File: src/hw/reg_pkg.sv
`default_nettype none

package reg_pkg;

    // Register bus widths
    localparam int addr_w = 14;
    localparam int data_w = 16;

    // Bank field of the word address
    localparam int bank_sel_hi = 13;
    localparam int bank_sel_lo = 9;
    localparam int bank_w      = bank_sel_hi - bank_sel_lo + 1;

    localparam logic [bank_w-1:0] bank_general = 5'd0;
    localparam logic [bank_w-1:0] bank_conv    = 5'd1;
    localparam logic [bank_w-1:0] bank_pool    = 5'd2;

    localparam int general_words = 4;
    localparam int conv_words    = 8;
    localparam int pool_words    = 4;

    // SPI frame layout, cmd and addr first
    localparam int spi_frame_bits = 32;
    localparam int spi_addr_bits  = 16;

    typedef struct packed {
        logic              wr;
        logic              rd;
        logic [addr_w-1:0] addr;
        logic [data_w-1:0] wdata;
    } reg_req_t;

    // Word 0 sits in the top field of every bank struct
    typedef struct packed {
        logic [data_w-1:0] ctrl;
        logic [data_w-1:0] layer_count;
        logic [data_w-1:0] src_base;
        logic [data_w-1:0] dst_base;
    } general_regs_t;

    typedef struct packed {
        logic [data_w-1:0] in_width;
        logic [data_w-1:0] in_height;
        logic [data_w-1:0] in_chan;
        logic [data_w-1:0] out_chan;
        logic [data_w-1:0] kernel;
        logic [data_w-1:0] stride;
        logic [data_w-1:0] padding;
        logic [data_w-1:0] weight_base;
    } conv_regs_t;

    typedef struct packed {
        logic [data_w-1:0] pool_type;
        logic [data_w-1:0] window;
        logic [data_w-1:0] stride;
        logic [data_w-1:0] out_width;
    } pool_regs_t;

endpackage

`default_nettype wire

File: src/hw/spi_bit_counter.sv
`timescale 1ns/1ps
`default_nettype none

module spi_bit_counter (
    input  logic       clk,
    input  logic       rst,
    input  logic       clear,
    input  logic       sclk_rise,
    output logic [5:0] bit_count,
    output logic       addr_done,
    output logic       frame_done
);
    import reg_pkg::*;

    localparam logic [5:0] addr_last  = 6'(spi_addr_bits - 1);
    localparam logic [5:0] frame_last = 6'(spi_frame_bits - 1);

    // Sampled rising edges of the open frame
    always_ff @(posedge clk)
    begin
        if (rst || clear)
        begin
            bit_count <= '0;
        end
        else if (sclk_rise)
        begin
            bit_count <= bit_count + 6'd1;
        end
    end

    // Pulses on the edge that completes each field
    assign addr_done  = sclk_rise && !clear && (bit_count == addr_last);
    assign frame_done = sclk_rise && !clear && (bit_count == frame_last);

    ////////////////////////////////////////
    // Checks
    ////////////////////////////////////////

    // Sequencer must clear us before a 33rd edge can land
    count_in_frame: assert property (
        @(posedge clk) disable iff (rst)
        bit_count <= 6'(spi_frame_bits)
    ) else $error("spi bit count ran past frame length");

endmodule

`default_nettype wire

File: src/hw/spi_slave.sv
`timescale 1ns/1ps
`default_nettype none

module spi_slave (
    input  logic              clk,
    input  logic              rst,
    input  logic              sclk,
    input  logic              mosi,
    input  logic              ss,
    output logic              miso,
    input  logic [15:0]       spi_rdata,
    output reg_pkg::reg_req_t spi_req
);
    import reg_pkg::*;

    typedef enum logic [2:0] {
        st_idle,
        st_cmd_addr,
        st_read_wait,
        st_data,
        st_done
    } state_t;

    state_t            state;
    logic              sclk_meta;
    logic              sclk_sync;
    logic              sclk_prev;
    logic              mosi_meta;
    logic              mosi_sync;
    logic              ss_meta;
    logic              ss_sync;
    logic              sclk_rise;
    logic              sclk_fall;
    logic              cnt_clear;
    logic [5:0]        bit_count;
    logic              addr_done;
    logic              frame_done;
    logic [14:0]       rx_shift;
    logic [15:0]       rx_next;
    logic [15:0]       tx_shift;
    logic              write_flag;
    logic              req_wr;
    logic              req_rd;
    logic [addr_w-1:0] req_addr;
    logic [data_w-1:0] req_wdata;

    ////////////////////////////////////////
    // Pin synchronizers
    ////////////////////////////////////////

    always_ff @(posedge clk)
    begin
        if (rst)
        begin
            sclk_meta <= 1'b0;
            sclk_sync <= 1'b0;
            sclk_prev <= 1'b0;
            mosi_meta <= 1'b0;
            mosi_sync <= 1'b0;
            // SS idles high
            ss_meta   <= 1'b1;
            ss_sync   <= 1'b1;
        end
        else
        begin
            sclk_meta <= sclk;
            sclk_sync <= sclk_meta;
            sclk_prev <= sclk_sync;
            mosi_meta <= mosi;
            mosi_sync <= mosi_meta;
            ss_meta   <= ss;
            ss_sync   <= ss_meta;
        end
    end

    assign sclk_rise = sclk_sync && !sclk_prev;
    assign sclk_fall = !sclk_sync && sclk_prev;

    // Counter only runs inside an open frame
    assign cnt_clear = (state == st_idle) || (state == st_done);

    spi_bit_counter u_bit_counter (
        .clk        (clk),
        .rst        (rst),
        .clear      (cnt_clear),
        .sclk_rise  (sclk_rise),
        .bit_count  (bit_count),
        .addr_done  (addr_done),
        .frame_done (frame_done)
    );

    ////////////////////////////////////////
    // Frame sequencer
    ////////////////////////////////////////

    always_ff @(posedge clk)
    begin
        if (rst)
        begin
            state  <= st_idle;
            req_wr <= 1'b0;
            req_rd <= 1'b0;
            miso   <= 1'b0;
        end
        else
        begin
            req_wr <= 1'b0;
            req_rd <= 1'b0;
            case (state)
                st_idle:
                begin
                    miso <= 1'b0;
                    if (!ss_sync)
                        state <= st_cmd_addr;
                end
                st_cmd_addr:
                begin
                    if (ss_sync)
                        state <= st_idle;
                    else if (addr_done && write_flag)
                        state <= st_data;
                    else if (addr_done)
                    begin
                        req_rd <= 1'b1;
                        state  <= st_read_wait;
                    end
                end
                st_read_wait:
                begin
                    // Stay through the strobe cycle, mux latches data then
                    if (ss_sync)
                        state <= st_idle;
                    else if (!req_rd)
                        state <= st_data;
                end
                st_data:
                begin
                    if (ss_sync)
                    begin
                        state <= st_idle;
                    end
                    else
                    begin
                        if (sclk_fall)
                            miso <= tx_shift[15];
                        if (frame_done)
                        begin
                            req_wr <= write_flag;
                            state  <= st_done;
                        end
                    end
                end
                st_done:
                begin
                    miso <= 1'b0;
                    if (ss_sync)
                        state <= st_idle;
                end
                default:
                    state <= st_idle;
            endcase
        end
    end

    ////////////////////////////////////////
    // Shift registers and request fields
    ////////////////////////////////////////

    assign rx_next = {rx_shift, mosi_sync};

    always_ff @(posedge clk)
    begin
        if (sclk_rise)
            rx_shift <= rx_next[14:0];
        // First bit of the frame is the write flag
        if (state == st_cmd_addr && sclk_rise && bit_count == 6'd0)
            write_flag <= mosi_sync;
        if (addr_done)
            req_addr <= rx_next[addr_w-1:0];
        if (frame_done)
            req_wdata <= rx_next;

        if (state == st_idle)
            tx_shift <= '0;
        else if (state == st_read_wait && !req_rd)
            tx_shift <= spi_rdata;
        else if (state == st_data && sclk_fall)
            tx_shift <= {tx_shift[14:0], 1'b0};
    end

    assign spi_req = '{wr: req_wr, rd: req_rd, addr: req_addr, wdata: req_wdata};

endmodule

`default_nettype wire

File: src/hw/reg_intf_mux.sv
`timescale 1ns/1ps
`default_nettype none

module reg_intf_mux (
    input  logic              clk,
    input  logic              rst,
    input  logic              spi_or_driver,
    input  reg_pkg::reg_req_t spi_req,
    output logic [15:0]       spi_rdata,
    input  logic [13:0]       paddr,
    input  logic              psel,
    input  logic              penable,
    input  logic              pwrite,
    input  logic [15:0]       pwdata,
    output logic [15:0]       prdata,
    output logic              pready,
    output logic              pslverr,
    output reg_pkg::reg_req_t bus_req,
    input  logic [15:0]       rdata_general,
    input  logic [15:0]       rdata_conv,
    input  logic [15:0]       rdata_pool
);
    import reg_pkg::*;

    logic              apb_done;
    logic [bank_w-1:0] bank;
    logic              mapped;
    logic [data_w-1:0] rdata_sel;

    // APB access phase completes only while driver owns the bus
    assign apb_done = psel && penable && !spi_or_driver;
    assign pready   = apb_done;

    ////////////////////////////////////////
    // Source select
    ////////////////////////////////////////

    always_comb
    begin
        if (spi_or_driver)
        begin
            bus_req = spi_req;
        end
        else
        begin
            bus_req.wr    = apb_done && pwrite;
            bus_req.rd    = apb_done && !pwrite;
            bus_req.addr  = paddr;
            bus_req.wdata = pwdata;
        end
    end

    ////////////////////////////////////////
    // Bank decode and read return
    ////////////////////////////////////////

    assign bank = bus_req.addr[bank_sel_hi:bank_sel_lo];

    always_comb
    begin
        mapped = 1'b1;
        case (bank)
            bank_general: rdata_sel = rdata_general;
            bank_conv:    rdata_sel = rdata_conv;
            bank_pool:    rdata_sel = rdata_pool;
            default:
            begin
                mapped    = 1'b0;
                rdata_sel = '0;
            end
        endcase
    end

    assign prdata  = rdata_sel;
    assign pslverr = apb_done && !mapped;

    // Hold SPI read word for the transmit load
    always_ff @(posedge clk)
    begin
        if (spi_or_driver && spi_req.rd)
            spi_rdata <= rdata_sel;
    end

    // At most one strobe, and none lasts past a single cycle
    one_strobe: assert property (
        @(posedge clk) disable iff (rst)
        !(bus_req.wr && bus_req.rd) &&
        !((bus_req.wr || bus_req.rd) && $past(bus_req.wr || bus_req.rd))
    ) else $error("bus_req strobes overlap or last more than one cycle");

endmodule

`default_nettype wire

File: src/hw/regfile_bank.sv
`timescale 1ns/1ps
`default_nettype none

module regfile_bank #(
    parameter type        regs_t  = reg_pkg::general_regs_t,
    parameter logic [4:0] bank_id = reg_pkg::bank_general,
    parameter int         words   = reg_pkg::general_words
) (
    input  logic              clk,
    input  logic              rst,
    input  reg_pkg::reg_req_t bus_req,
    output logic [15:0]       rdata,
    output regs_t             regs
);
    import reg_pkg::*;

    localparam int idx_w = $clog2(words);

    logic [data_w-1:0]       mem [words];
    logic [bank_sel_lo-1:0]  offset;
    logic [idx_w-1:0]        idx;
    logic                    hit;
    logic                    in_range;
    logic [words*data_w-1:0] flat;

    // Word offset inside the bank
    assign offset   = bus_req.addr[bank_sel_lo-1:0];
    assign idx      = offset[idx_w-1:0];
    assign hit      = (bus_req.addr[bank_sel_hi:bank_sel_lo] == bank_id);
    assign in_range = (offset < words);

    ////////////////////////////////////////
    // Register storage
    ////////////////////////////////////////

    always_ff @(posedge clk)
    begin
        if (rst)
        begin
            for (int i = 0; i < words; i++)
            begin
                mem[i] <= '0;
            end
        end
        else if (bus_req.wr && hit && in_range)
        begin
            mem[idx] <= bus_req.wdata;
        end
    end

    // Out of range offsets read as zero
    assign rdata = in_range ? mem[idx] : '0;

    // Pack with word 0 on top
    always_comb
    begin
        for (int i = 0; i < words; i++)
        begin
            flat[(words-1-i)*data_w +: data_w] = mem[i];
        end
    end

    assign regs = regs_t'(flat);

    layout_fits: assert property (
        @(posedge clk)
        $bits(regs_t) == words * data_w
    ) else $error("bank %0d layout width does not match word count", bank_id);

endmodule

`default_nettype wire

File: src/hw/reg_intf.sv
`timescale 1ns/1ps
`default_nettype none

module reg_intf (
    input  logic                   clk,
    input  logic                   rst,

    // SPI pins from off-chip host
    input  logic                   sclk,
    input  logic                   mosi,
    input  logic                   ss,
    output logic                   miso,

    // Bus owner select from controller
    input  logic                   spi_or_driver,

    // APB from program driver
    input  logic [13:0]            paddr,
    input  logic                   psel,
    input  logic                   penable,
    input  logic                   pwrite,
    input  logic [15:0]            pwdata,
    output logic [15:0]            prdata,
    output logic                   pready,
    output logic                   pslverr,

    // Configuration to compute engines
    output reg_pkg::general_regs_t general_regs,
    output reg_pkg::conv_regs_t    conv_regs,
    output reg_pkg::pool_regs_t    pool_regs
);
    import reg_pkg::*;

    reg_req_t          spi_req;
    reg_req_t          bus_req;
    logic [data_w-1:0] spi_rdata;
    logic [data_w-1:0] rdata_general;
    logic [data_w-1:0] rdata_conv;
    logic [data_w-1:0] rdata_pool;

    spi_slave u_spi_slave (
        .clk       (clk),
        .rst       (rst),
        .sclk      (sclk),
        .mosi      (mosi),
        .ss        (ss),
        .miso      (miso),
        .spi_rdata (spi_rdata),
        .spi_req   (spi_req)
    );

    reg_intf_mux u_reg_intf_mux (
        .clk           (clk),
        .rst           (rst),
        .spi_or_driver (spi_or_driver),
        .spi_req       (spi_req),
        .spi_rdata     (spi_rdata),
        .paddr         (paddr),
        .psel          (psel),
        .penable       (penable),
        .pwrite        (pwrite),
        .pwdata        (pwdata),
        .prdata        (prdata),
        .pready        (pready),
        .pslverr       (pslverr),
        .bus_req       (bus_req),
        .rdata_general (rdata_general),
        .rdata_conv    (rdata_conv),
        .rdata_pool    (rdata_pool)
    );

    ////////////////////////////////////////
    // Register banks
    ////////////////////////////////////////

    regfile_bank #(
        .regs_t  (general_regs_t),
        .bank_id (bank_general),
        .words   (general_words)
    ) u_bank_general (
        .clk     (clk),
        .rst     (rst),
        .bus_req (bus_req),
        .rdata   (rdata_general),
        .regs    (general_regs)
    );

    regfile_bank #(
        .regs_t  (conv_regs_t),
        .bank_id (bank_conv),
        .words   (conv_words)
    ) u_bank_conv (
        .clk     (clk),
        .rst     (rst),
        .bus_req (bus_req),
        .rdata   (rdata_conv),
        .regs    (conv_regs)
    );

    regfile_bank #(
        .regs_t  (pool_regs_t),
        .bank_id (bank_pool),
        .words   (pool_words)
    ) u_bank_pool (
        .clk     (clk),
        .rst     (rst),
        .bus_req (bus_req),
        .rdata   (rdata_pool),
        .regs    (pool_regs)
    );

endmodule

`default_nettype wire

File: config.mk
export PLATFORM = sky130hd
export DESIGN_NAME = reg_intf
export DESIGN_NICKNAME = d
export VERILOG_FILES = /design/src/hw/reg_pkg.sv /design/src/hw/spi_bit_counter.sv /design/src/hw/spi_slave.sv /design/src/hw/reg_intf_mux.sv /design/src/hw/regfile_bank.sv /design/src/hw/reg_intf.sv
export SDC_FILE = /design/constraint.sdc
export NUM_CORES = 1
export LEC_CHECK = 0
export BUFFER_PORTS_ARGS = -buffer_cell sky130_fd_sc_hd__buf_2
export CAP_MARGIN = 5
export CORE_MARGIN = 3
export CORE_UTILIZATION = 41
export DETAILED_ROUTE_END_ITERATION = 6
export PLACE_DENSITY = 0.73
export SLEW_MARGIN = 30
export SYNTH_ARGS = -nofsm -noshare
export SYNTH_HDL_FRONTEND = slang
export SYNTH_SLANG_ARGS = --single-unit
export TNS_END_PERCENT = 100
File: constraint.sdc
create_clock -name clk -period 4.1 [get_ports clk]
set_input_delay 0.615 -clock clk [delete_from_list [all_inputs] [get_ports clk]]
set_output_delay 0.615 -clock clk [all_outputs]
set_load 0.02 [all_outputs]
==> results of run 1 <==
-- cell type report --
class                           instances  area (sq um)
Multi-Input combinational cell        773          4840
Fill cell                            3173         17800
Tap cell                              468           586
Clock inverter                         15           118
Clock buffer                           53          1070
Inverter                               10          37.5
Sequential cell                       353         10200
Timing Repair Buffer                  381          2130
-- cells in the mapped netlist, types with 2 or more instances --
library cell  count
edfxtp_1        318
nor2_1          245
mux2i_1         156
nand2_1          92
clkbuf_1         74
nor3_1           59
dfxtp_1          35
nand3_1          19
nand2b_1         18
o21ai_0          18
a211oi_1         15
a21oi_1          15
buf_2            14
o22ai_1          13
mux2_2           12
o32ai_1          12
inv_1            10
nand4_1          10
o221ai_1          8
and3_1            6
nand3b_1          6
nor2b_1           6
nor4_1            6
a32o_1            5
and2_1            5
buf_1             4
o21a_1            4
or2_2             4
a221oi_1          3
o211ai_1          3
o221a_2           3
a2111oi_4         2
a22oi_1           2
a31oi_1           2
ha_1              2
o32a_1            2
or3_1             2
or3b_2            2
or4_1             2
or4b_2            2
xor2_1            2
-- metal layers --
metal,vias up,part of all wire,wire length (um)
met2,807,0.46,24800
met4,6,0.052,2810
li1,5160,-,-
met5,-,0.00068,37
met3,154,0.12,6400
met1,5925,0.37,20400
-- cells by family after synthesis --
kind of cell / count (synthesis) / synth area share
AO/OA/AOI/OAI: 112 / 0.0548
XOR/XNOR: 3 / 0.00171
flip-flops: 353 / 0.666
adder cells (fa/ha/maj): 2 / 0.00163
AND/OR/NAND/NOR: 488 / 0.139
buffers and inverters: 103 / 0.0265
multiplexers: 168 / 0.110
-- worst max-delay path, cell delays in order (launching register included) --
cell	delay (ns)
edfxtp_1	0.52
mux2_4	0.48
buf_12	0.28
buf_12	0.23
mux2i_1	0.27
mux2i_1	0.14
mux2i_1	0.42
o32ai_1	0.25
buf_2	0.22
-- flip-flops by register name, summed over array words and instances, names as in the netlist, 3 cells and up --
signal,cells
u_bank_conv.mem,128
u_bank_general.mem,64
u_bank_pool.mem,64
u_reg_intf_mux.spi_rdata,16
u_spi_slave.req_wdata,16
u_spi_slave.tx_shift,16
u_spi_slave.rx_shift,15
u_spi_slave.req_addr,14
u_spi_slave.u_bit_counter.bit_count,6
u_spi_slave.state,3
-- metrics by stage --
| stage | instances | hold slack [ns] |
|---|---|---|
| 2_1_floorplan | 1229 | 0.389 |
| 5_1_grt | 2053 | 0.285 |
| 6_report | 2053 | 0.283 |
| 4_1_cts | 2053 | 0.270 |
| 3_3_place_gp | 1985 | 0.393 |
| 3_5_place_dp | 1985 | 0.397 |
-- where the power goes --
part	internal (mW)	switching, mW	leakage [nW]	total, mW
registers	4.01	0.0839	3.53	4.09
clock network	1.90	1.39	0.585	3.29
logic	0.227	0.513	3.60	0.740
total	6.13	1.99	7.71	8.12
-- worst paths after layout --
check | from | to | slack (ns) | cells past startpoint
worst min register to register | u_spi_slave.ss_meta$_SDFF_PP1_ | u_spi_slave.ss_sync$_SDFF_PP1_ | 0.41 | 1
worst max-delay path | u_spi_slave.req_addr[0]$_DFFE_PP_ | prdata[7] | 0.11 | 8
worst max register to register | u_spi_slave.req_addr[5]$_DFFE_PP_ | u_bank_conv.mem[7][14]$_SDFFCE_PN0P_ | 1.07 | 6
worst min-delay path | ss | u_spi_slave.ss_meta$_SDFF_PP1_ | 0.28 | 2
-- repair_timing --
action	in CTS	in global routing
resized for setup	3	5
setup endpoints to repair	8	16
pin swaps	0	0
==> reports/qor.txt, run 1 <==
most frequent cells in the layout: 318 x edfxtp_1, 313 x buf_2, 244 x nor2_1
WL/cell: 26.5 um
CTS tree: done
Worst Setup Slack post-DPL: 0.183 ns
Clock Sinks: 353
first-pass detailed-route iteration total: 5
Most used DFF post-synth: edfxtp_1
Setup crit end kind: output port
dpl cell area: 17,800 sq um
first-pass GRT wire length: 76.6 mm
Avg Inst Size Synth: 12.5 sq um
commonest non-fill, non-tap cell in the layout: edfxtp_1
min-delay worst type: in2reg
skew final: 0.0191 ns
RSZ-0062 raised after global routing: false
RePlAce Congestion: 0.928
Fin Setup TNS: 0 ns
worst-skew pair later-pin latency: 0.53 ns
vias per cell: 5.87
Setup Fix Bufs, Post-CTS: 0
CP Class: reg2out
syn nets: 1,270
Die Y: 200 um
area leader, netlist: edfxtp_1
dpl hpwl: 39.2 mm
required time worst endpoint: 3.48 ns
Relative slew margins: 0.404
1st-iter DRT viols: 1,687
post-route ant nets: 0
Port Buffer Count: 313
post-synthesis cell type count: 52
Post-synth EDFFs: 318
leak pwr: 7.71 nW
achievable frequency: 251 MHz
final-report setup violation count: 0
Antenna Cells: 0
I/O pin count: 314
die area: 39,900 sq um
layout cell share with drive strength beyond 1: 0.302
largest net degree at the start of global routing: 66
GR Overflow Total: 0
Worst-Margin Slew: 0.894 ns
initial core utilization: 0.419
clk buf depth: 3
gr usage total: 0.264
grt met2 use: 0.410
Final Hold Viols: 0
max-cap violation count: 0
vias in the first global route: 11,300
hold buffers post-CTS: 0
outcome: complete, no violations
GR peak layer: met2
synth warn: 0
H-tree depth: 2
pwr/cell area: 427 nW/um^2
detailed-route DRC error count: 0
chip width: 200 um
DR vias: 12,100
ys async rst share: 0
Core Region: 36,800 sq um
CTS root buffer: clkbuf_16
Tcrit/Tclk final: 0.972
Area growth, synth to finish: 23.6%
crit path time final: 3.99 ns
Yosys top cell area share: 0.620
crit-path max FO: 27
fin. max-slew vios: 0
ranking of synthesized cells by area: edfxtp_1 62%, mux2i_1 10%, nor2_1 6.0%
M1 GR Usage: 0.352
Clk pin slew, worst setup/hold paths: 0.06 ns
Setup WS post-layout: 0.114 ns
# rows: 70
Post-Syn Instances: 1,229
final instance area: 19,000 sq um
critical path launch point type: flop
Total Nets Final: 1,598
Core Util, Final: 0.517
Mapped Area: 15,400 sq um
total wire length: 54.5 mm
crit path DAT: 3.37 ns
sequential share of the synthesized area: 0.666
flops & latches, synth: 353
initial antenna violation count: 3
TritonCTS Buffers: 38
Overall Power: 8.12 mW
GRT met3 Usage: 0.0688
VDD IR-drop max: 0.279 mV
Note: power is estimated with default switching activity, not from simulation.
==> run 2, diff against run 1 <==
CELL_PAD_IN_SITES_DETAIL_PLACEMENT = 1   (was default)
CELL_PAD_IN_SITES_GLOBAL_PLACEMENT = 2   (was default)
CORE_UTILIZATION = 37   (was 41)
MAX_ROUTING_LAYER = met4   (was default)
PLACE_DENSITY = 0.91   (was 0.73)
==> run 2 against run 1 <==
Compared with the run above:
- final cell count grew 3.6%
- total power is 0.79% higher
- setup slack got worse by 0.11 ns
- critical path depth is the same
- largest power group unchanged
==> reports/qor.txt, run 2 (synthesis results as in run 1) <==
Die Y: 210 um
# rows: 74
Relative slew margins: 0.348
achievable frequency: 244 MHz
Port Buffer Count: 313
outcome: complete, no violations
leak pwr: 7.75 nW
CP most frequent cell: mux2i_1
Setup crit end kind: output port
Biggest register: u_bank_conv.mem
Critical Path, Cell by Cell: mux2_4, buf_12, buf_4, mux2i_1, mux2i_1, mux2i_1, o32ai_1, buf_2
dpl cell area: 17,900 sq um
FF+latch area: 10,200 sq um
vias per cell: 5.71
dpl hpwl: 43.6 mm
RePlAce Congestion: 0.929
fin cells: 2,127
Core Util, Final: 0.468
clk buf depth: 3
I/O pin count: 314
GR peak layer: met2
max reg flops: 128
Core Region: 40,900 sq um
post-route ant nets: 0
max-cap violation count: 0
initial core utilization: 0.376
min-delay worst type: in2reg
most frequent cells in the layout: 318 x edfxtp_1, 313 x buf_2, 245 x nor2_1
M1 GR Usage: 0.334
Clk pin slew, worst setup/hold paths: 0.06 ns
critical path launch point type: flop
placed insts: 2,053
TritonCTS Buffers: 38
skew final: 0.0135 ns
area of the multi-input gates: 4850 sq um
worst-skew pair later-pin latency: 0.54 ns
fillers: 4,381
detailed-route DRC error count: 0
first-pass detailed-route iteration total: 7
worst stage delay on the critical path: 0.66 ns
Worst Setup Slack post-DPL: 0.212 ns
commonest non-fill, non-tap cell in the layout: edfxtp_1
Area growth, synth to finish: 24.5%
Overall Power: 8.18 mW
CP Class: reg2out
Tcrit/Tclk final: 0.999
fin. max-slew vios: 0
crit path time final: 4.09 ns
WL/cell: 28.8 um
Fin Setup TNS: 0 ns
RSZ-0062 raised after global routing: false
CP max-delay cell: edfxtp_1
Setup Fix Bufs, Post-CTS: 0
final instance area: 19,200 sq um
gr usage total: 0.273
CTS tree: done
Final Hold Viols: 0
largest net degree at the start of global routing: 68
hold buffers post-CTS: 0
1st-iter DRT viols: 1,295
CTS root buffer: clkbuf_16
final-report setup violation count: 0
layout cell share with drive strength beyond 1: 0.297
GRT met3 Usage: 0.0542
Setup WS post-layout: 0.00531 ns
crit-path max FO: 22
die area: 44,100 sq um
Clock Sinks: 353
Worst-Margin Slew: 0.951 ns
Hold Worst Slack: 0.276 ns
Largest regs: u_bank_conv.mem (128), u_bank_general.mem (64), u_bank_pool.mem (64)
vias in the first global route: 12,500
total wire length: 61.2 mm
grt met2 use: 0.436
pwr/cell area: 427 nW/um^2
Total Nets Final: 1,603
required time worst endpoint: 3.48 ns
VDD IR-drop max: 0.244 mV
GR Overflow Total: 0
crit path DAT: 3.48 ns
first-pass GRT wire length: 85.8 mm
DR vias: 12,100
initial antenna violation count: 4
chip width: 210 um
H-tree depth: 2
run 2: worst paths after layout:
check / startpoint / endpoint / slack, ns / depth (start not counted)
worst max-delay path: u_spi_slave.req_addr[0]$_DFFE_PP_ / prdata[4] / 0.005 / 8
worst min-delay path: ss / u_spi_slave.ss_meta$_SDFF_PP1_ / 0.28 / 2
worst max register to register: u_spi_slave.req_addr[5]$_DFFE_PP_ / u_bank_conv.mem[6][7]$_SDFFCE_PN0P_ / 1.02 / 5
worst min register to register: u_spi_slave.rx_shift[14]$_DFFE_PP_ / u_spi_slave.req_wdata[15]$_DFFE_PP_ / 0.43 / 0
run 2: cell type report:
type	instances	share of cell area
Multi-Input combinational cell	774	0.253
Inverter	10	0.00196
Sequential cell	353	0.535
Clock buffer	60	0.0588
Antenna cell	4	0.000522
Clock inverter	9	0.00326
Timing Repair Buffer	385	0.113
Tap cell	532	0.0347
run 2: per-layer routing:
metal,up-vias,wire (um)
met5,-,0
li1,5177,-
met4,0,3260
met1,6166,23700
met2,649,29500
met3,146,4690
run 2: timing repair:
| item | 4_1_cts | 5_1_grt |
|---|---|---|
| pin swaps | 0 | 0 |
| setup endpoints to repair | 15 | 8 |
| resized for setup | 4 | 5 |
| gates cloned | 0 | 1 |
run 2: critical path: cells and delay by family (launching register included):
family | cells | cell delay (ns)
compound gates | 1 | 0.26
mux | 4 | 1.33
flops | 1 | 0.66
buf+inv | 3 | 0.67
run 2: report_power, final:
group | internal, mW | switching (mW) | leakage (nW)
logic | 0.228 | 0.532 | 3.64
registers | 4.01 | 0.0861 | 3.53
clock network | 1.95 | 1.38 | 0.577
total | 6.18 | 2.00 | 7.75
==> run 3, diff against run 2 <==
CORE_UTILIZATION = 38   (was 37)
PLACE_DENSITY = 0.9   (was 0.91)
SYNTH_HIERARCHICAL = 1   (was default)
==> run 3 against run 2 <==
Compared with the run above:
- core utilization increased by 0.88 points
- fmax grew 2.3%
- clock power rose by 13%
- combinational power shrank 3.6%
- critical path depth up 1
- non-clock buffer count is 4 lower
- design area grew 5.4%
- sequential share of layout area shrank 2.7 points
- largest power group unchanged
- sequential cell count is the same
- largest cell class unchanged
- via count grew 2.8%
==> reports/qor.txt, run 3 <==
initial core utilization: 0.389
Relative slew margins: 0.417
layout cell share with drive strength beyond 1: 0.389
crit path time final: 4.00 ns
die area: 45,800 sq um
Biggest register: u_bank_conv/mem
leak pwr: 7.68 nW
H-tree depth: 2
R2R setup slack: 1.11 ns
gr usage total: 0.282
first-pass detailed-route iteration total: 5
post_cts resized: 0
dpl hpwl: 47.5 mm
DR vias: 12,500
Clock Sinks: 353
initial antenna violation count: 0
hold buffers post-CTS: 0
length of routed met2 wiring: 30.2 mm
Avg Inst Size Synth: 13.6 sq um
achievable frequency: 250 MHz
most frequent cells in the layout: 318 x edfxtp_1, 313 x buf_2, 227 x nor2_1
max reg flops: 128
largest net degree at the start of global routing: 55
clk buf depth: 3
Setup crit end kind: output port
I/O pin count: 314
critical path launch point type: primary input
crit-path max FO: 41
max-cap violation count: 0
skew final: 0.0190 ns
fillers: 4,408
CTS root buffer: clkbuf_16
Mapped Area: 16,400 sq um
required time worst endpoint: 3.48 ns
# rows: 75
syn nets: 1,251
vias in the first global route: 12,900
Total Nets Final: 1,589
RSZ-0062 raised after global routing: false
crit path DAT: 3.39 ns
Fin Setup TNS: 0 ns
vias per cell: 5.79
Setup Fix Bufs, Post-CTS: 0
met3 wire len: 5.59 mm
Largest regs: u_bank_conv/mem (128), u_bank_general/mem (64), u_bank_pool/mem (64)
first-pass GRT wire length: 92.3 mm
Clk pin slew, worst setup/hold paths: 0.06 ns
outcome: complete, no violations
Post-Syn Instances: 1,211
Antenna Cells: 0
worst-skew pair later-pin latency: 0.57 ns
pwr/cell area: 425 nW/um^2
Port Buffer Count: 313
Setup WS post-layout: 0.0978 ns
Top Layer Used: met4
Core Region: 42,300 sq um
Metal-1 WL: 25.6 mm
FF+latch area: 10,200 sq um
CTS tree: done
Worst-Margin Slew: 0.874 ns
Final Hold Viols: 0
area of the multi-input gates: 5690 sq um
final-report setup violation count: 0
VDD IR-drop max: 0.281 mV
chip width: 214 um
WL/cell: 29.9 um
Worst Setup Slack post-DPL: 0.102 ns
Tcrit/Tclk final: 0.976
synth warn: 6
CP Class: in2out
post-route ant nets: 0
Area growth, synth to finish: 22.8%
detailed-route DRC error count: 0
total wire length: 64.5 mm
min-delay worst type: in2reg
1st-iter DRT viols: 1,374
RePlAce Congestion: 0.936
fin. max-slew vios: 0
Die Y: 214 um
TritonCTS Buffers: 39
commonest non-fill, non-tap cell in the layout: edfxtp_1
GR Overflow Total: 0
-- run 3: changes by cell type in the layout (fill, tap and decap cells not counted), moves of 15 or more --
cell,change
nor2_2,+22
o2bb2ai_1,+15
nor2_1,-18
mux4_2,+32
nand2_1,-49
nand3_1,-16
and3_1,+26
nor3_1,-23
mux2i_1,-108
nand2b_1,+25
mux2_2,+49
inv_1,+16
-- run 3: final cells by class --
| type | instances | share of cell area |
|---|---|---|
| Timing Repair Buffer | 381 | 0.105 |
| Sequential cell | 353 | 0.508 |
| Clock inverter | 22 | 0.0158 |
| Multi-Input combinational cell | 748 | 0.282 |
| Clock buffer | 47 | 0.0498 |
| Tap cell | 577 | 0.0357 |
| Inverter | 26 | 0.00483 |
-- run 3: metal layers --
metal / track usage / vias up
met4: 0.125 / 0
met5: - / -
met2: 0.441 / 717
met1: 0.363 / 6414
li1: - / 5222
met3: 0.0480 / 127
-- run 3: power breakdown --
part           total (mW)  switching, mW  internal, mW
combinational       0.733          0.495         0.238
sequential           4.11          0.101          4.01
clock                3.75           1.49          2.26
-- run 3: through the flow --
step           instance area (sq um)  cells  total power, mW   util  hold slack [ns]
2_1_floorplan                  16500   1211             4.55      -            0.389
3_3_place_gp                   18800   2084             4.89  0.445            0.404
3_5_place_dp                   18900   2085             4.90  0.446            0.404
4_1_cts                        20200   2154             8.62  0.477            0.237
5_1_grt                        20200   2154             8.80  0.477            0.255
6_report                       20200   2154             8.59  0.477            0.253
-- run 3: critical path: stages --
cell       delay (ns)
buf_2            0.18
mux2_2           0.44
buf_12           0.27
nand3b_1         0.35
o22ai_1          0.14
a211oi_1         0.40
mux2i_1          0.27
o2bb2ai_1        0.44
buf_2            0.25
-- run 3: final timing paths --
path / startpoint / endpoint / cells past startpoint
max: spi_or_driver / prdata[13] / 9
min reg2reg: u_spi_slave/ss_meta$_SDFF_PP1_ / u_spi_slave/ss_sync$_SDFF_PP1_ / 1
min: ss / u_spi_slave/ss_meta$_SDFF_PP1_ / 2
max reg2reg: u_spi_slave/req_addr[1]$_DFFE_PP_ / u_bank_conv/mem[1][0]$_SDFFCE_PN0P_ / 7
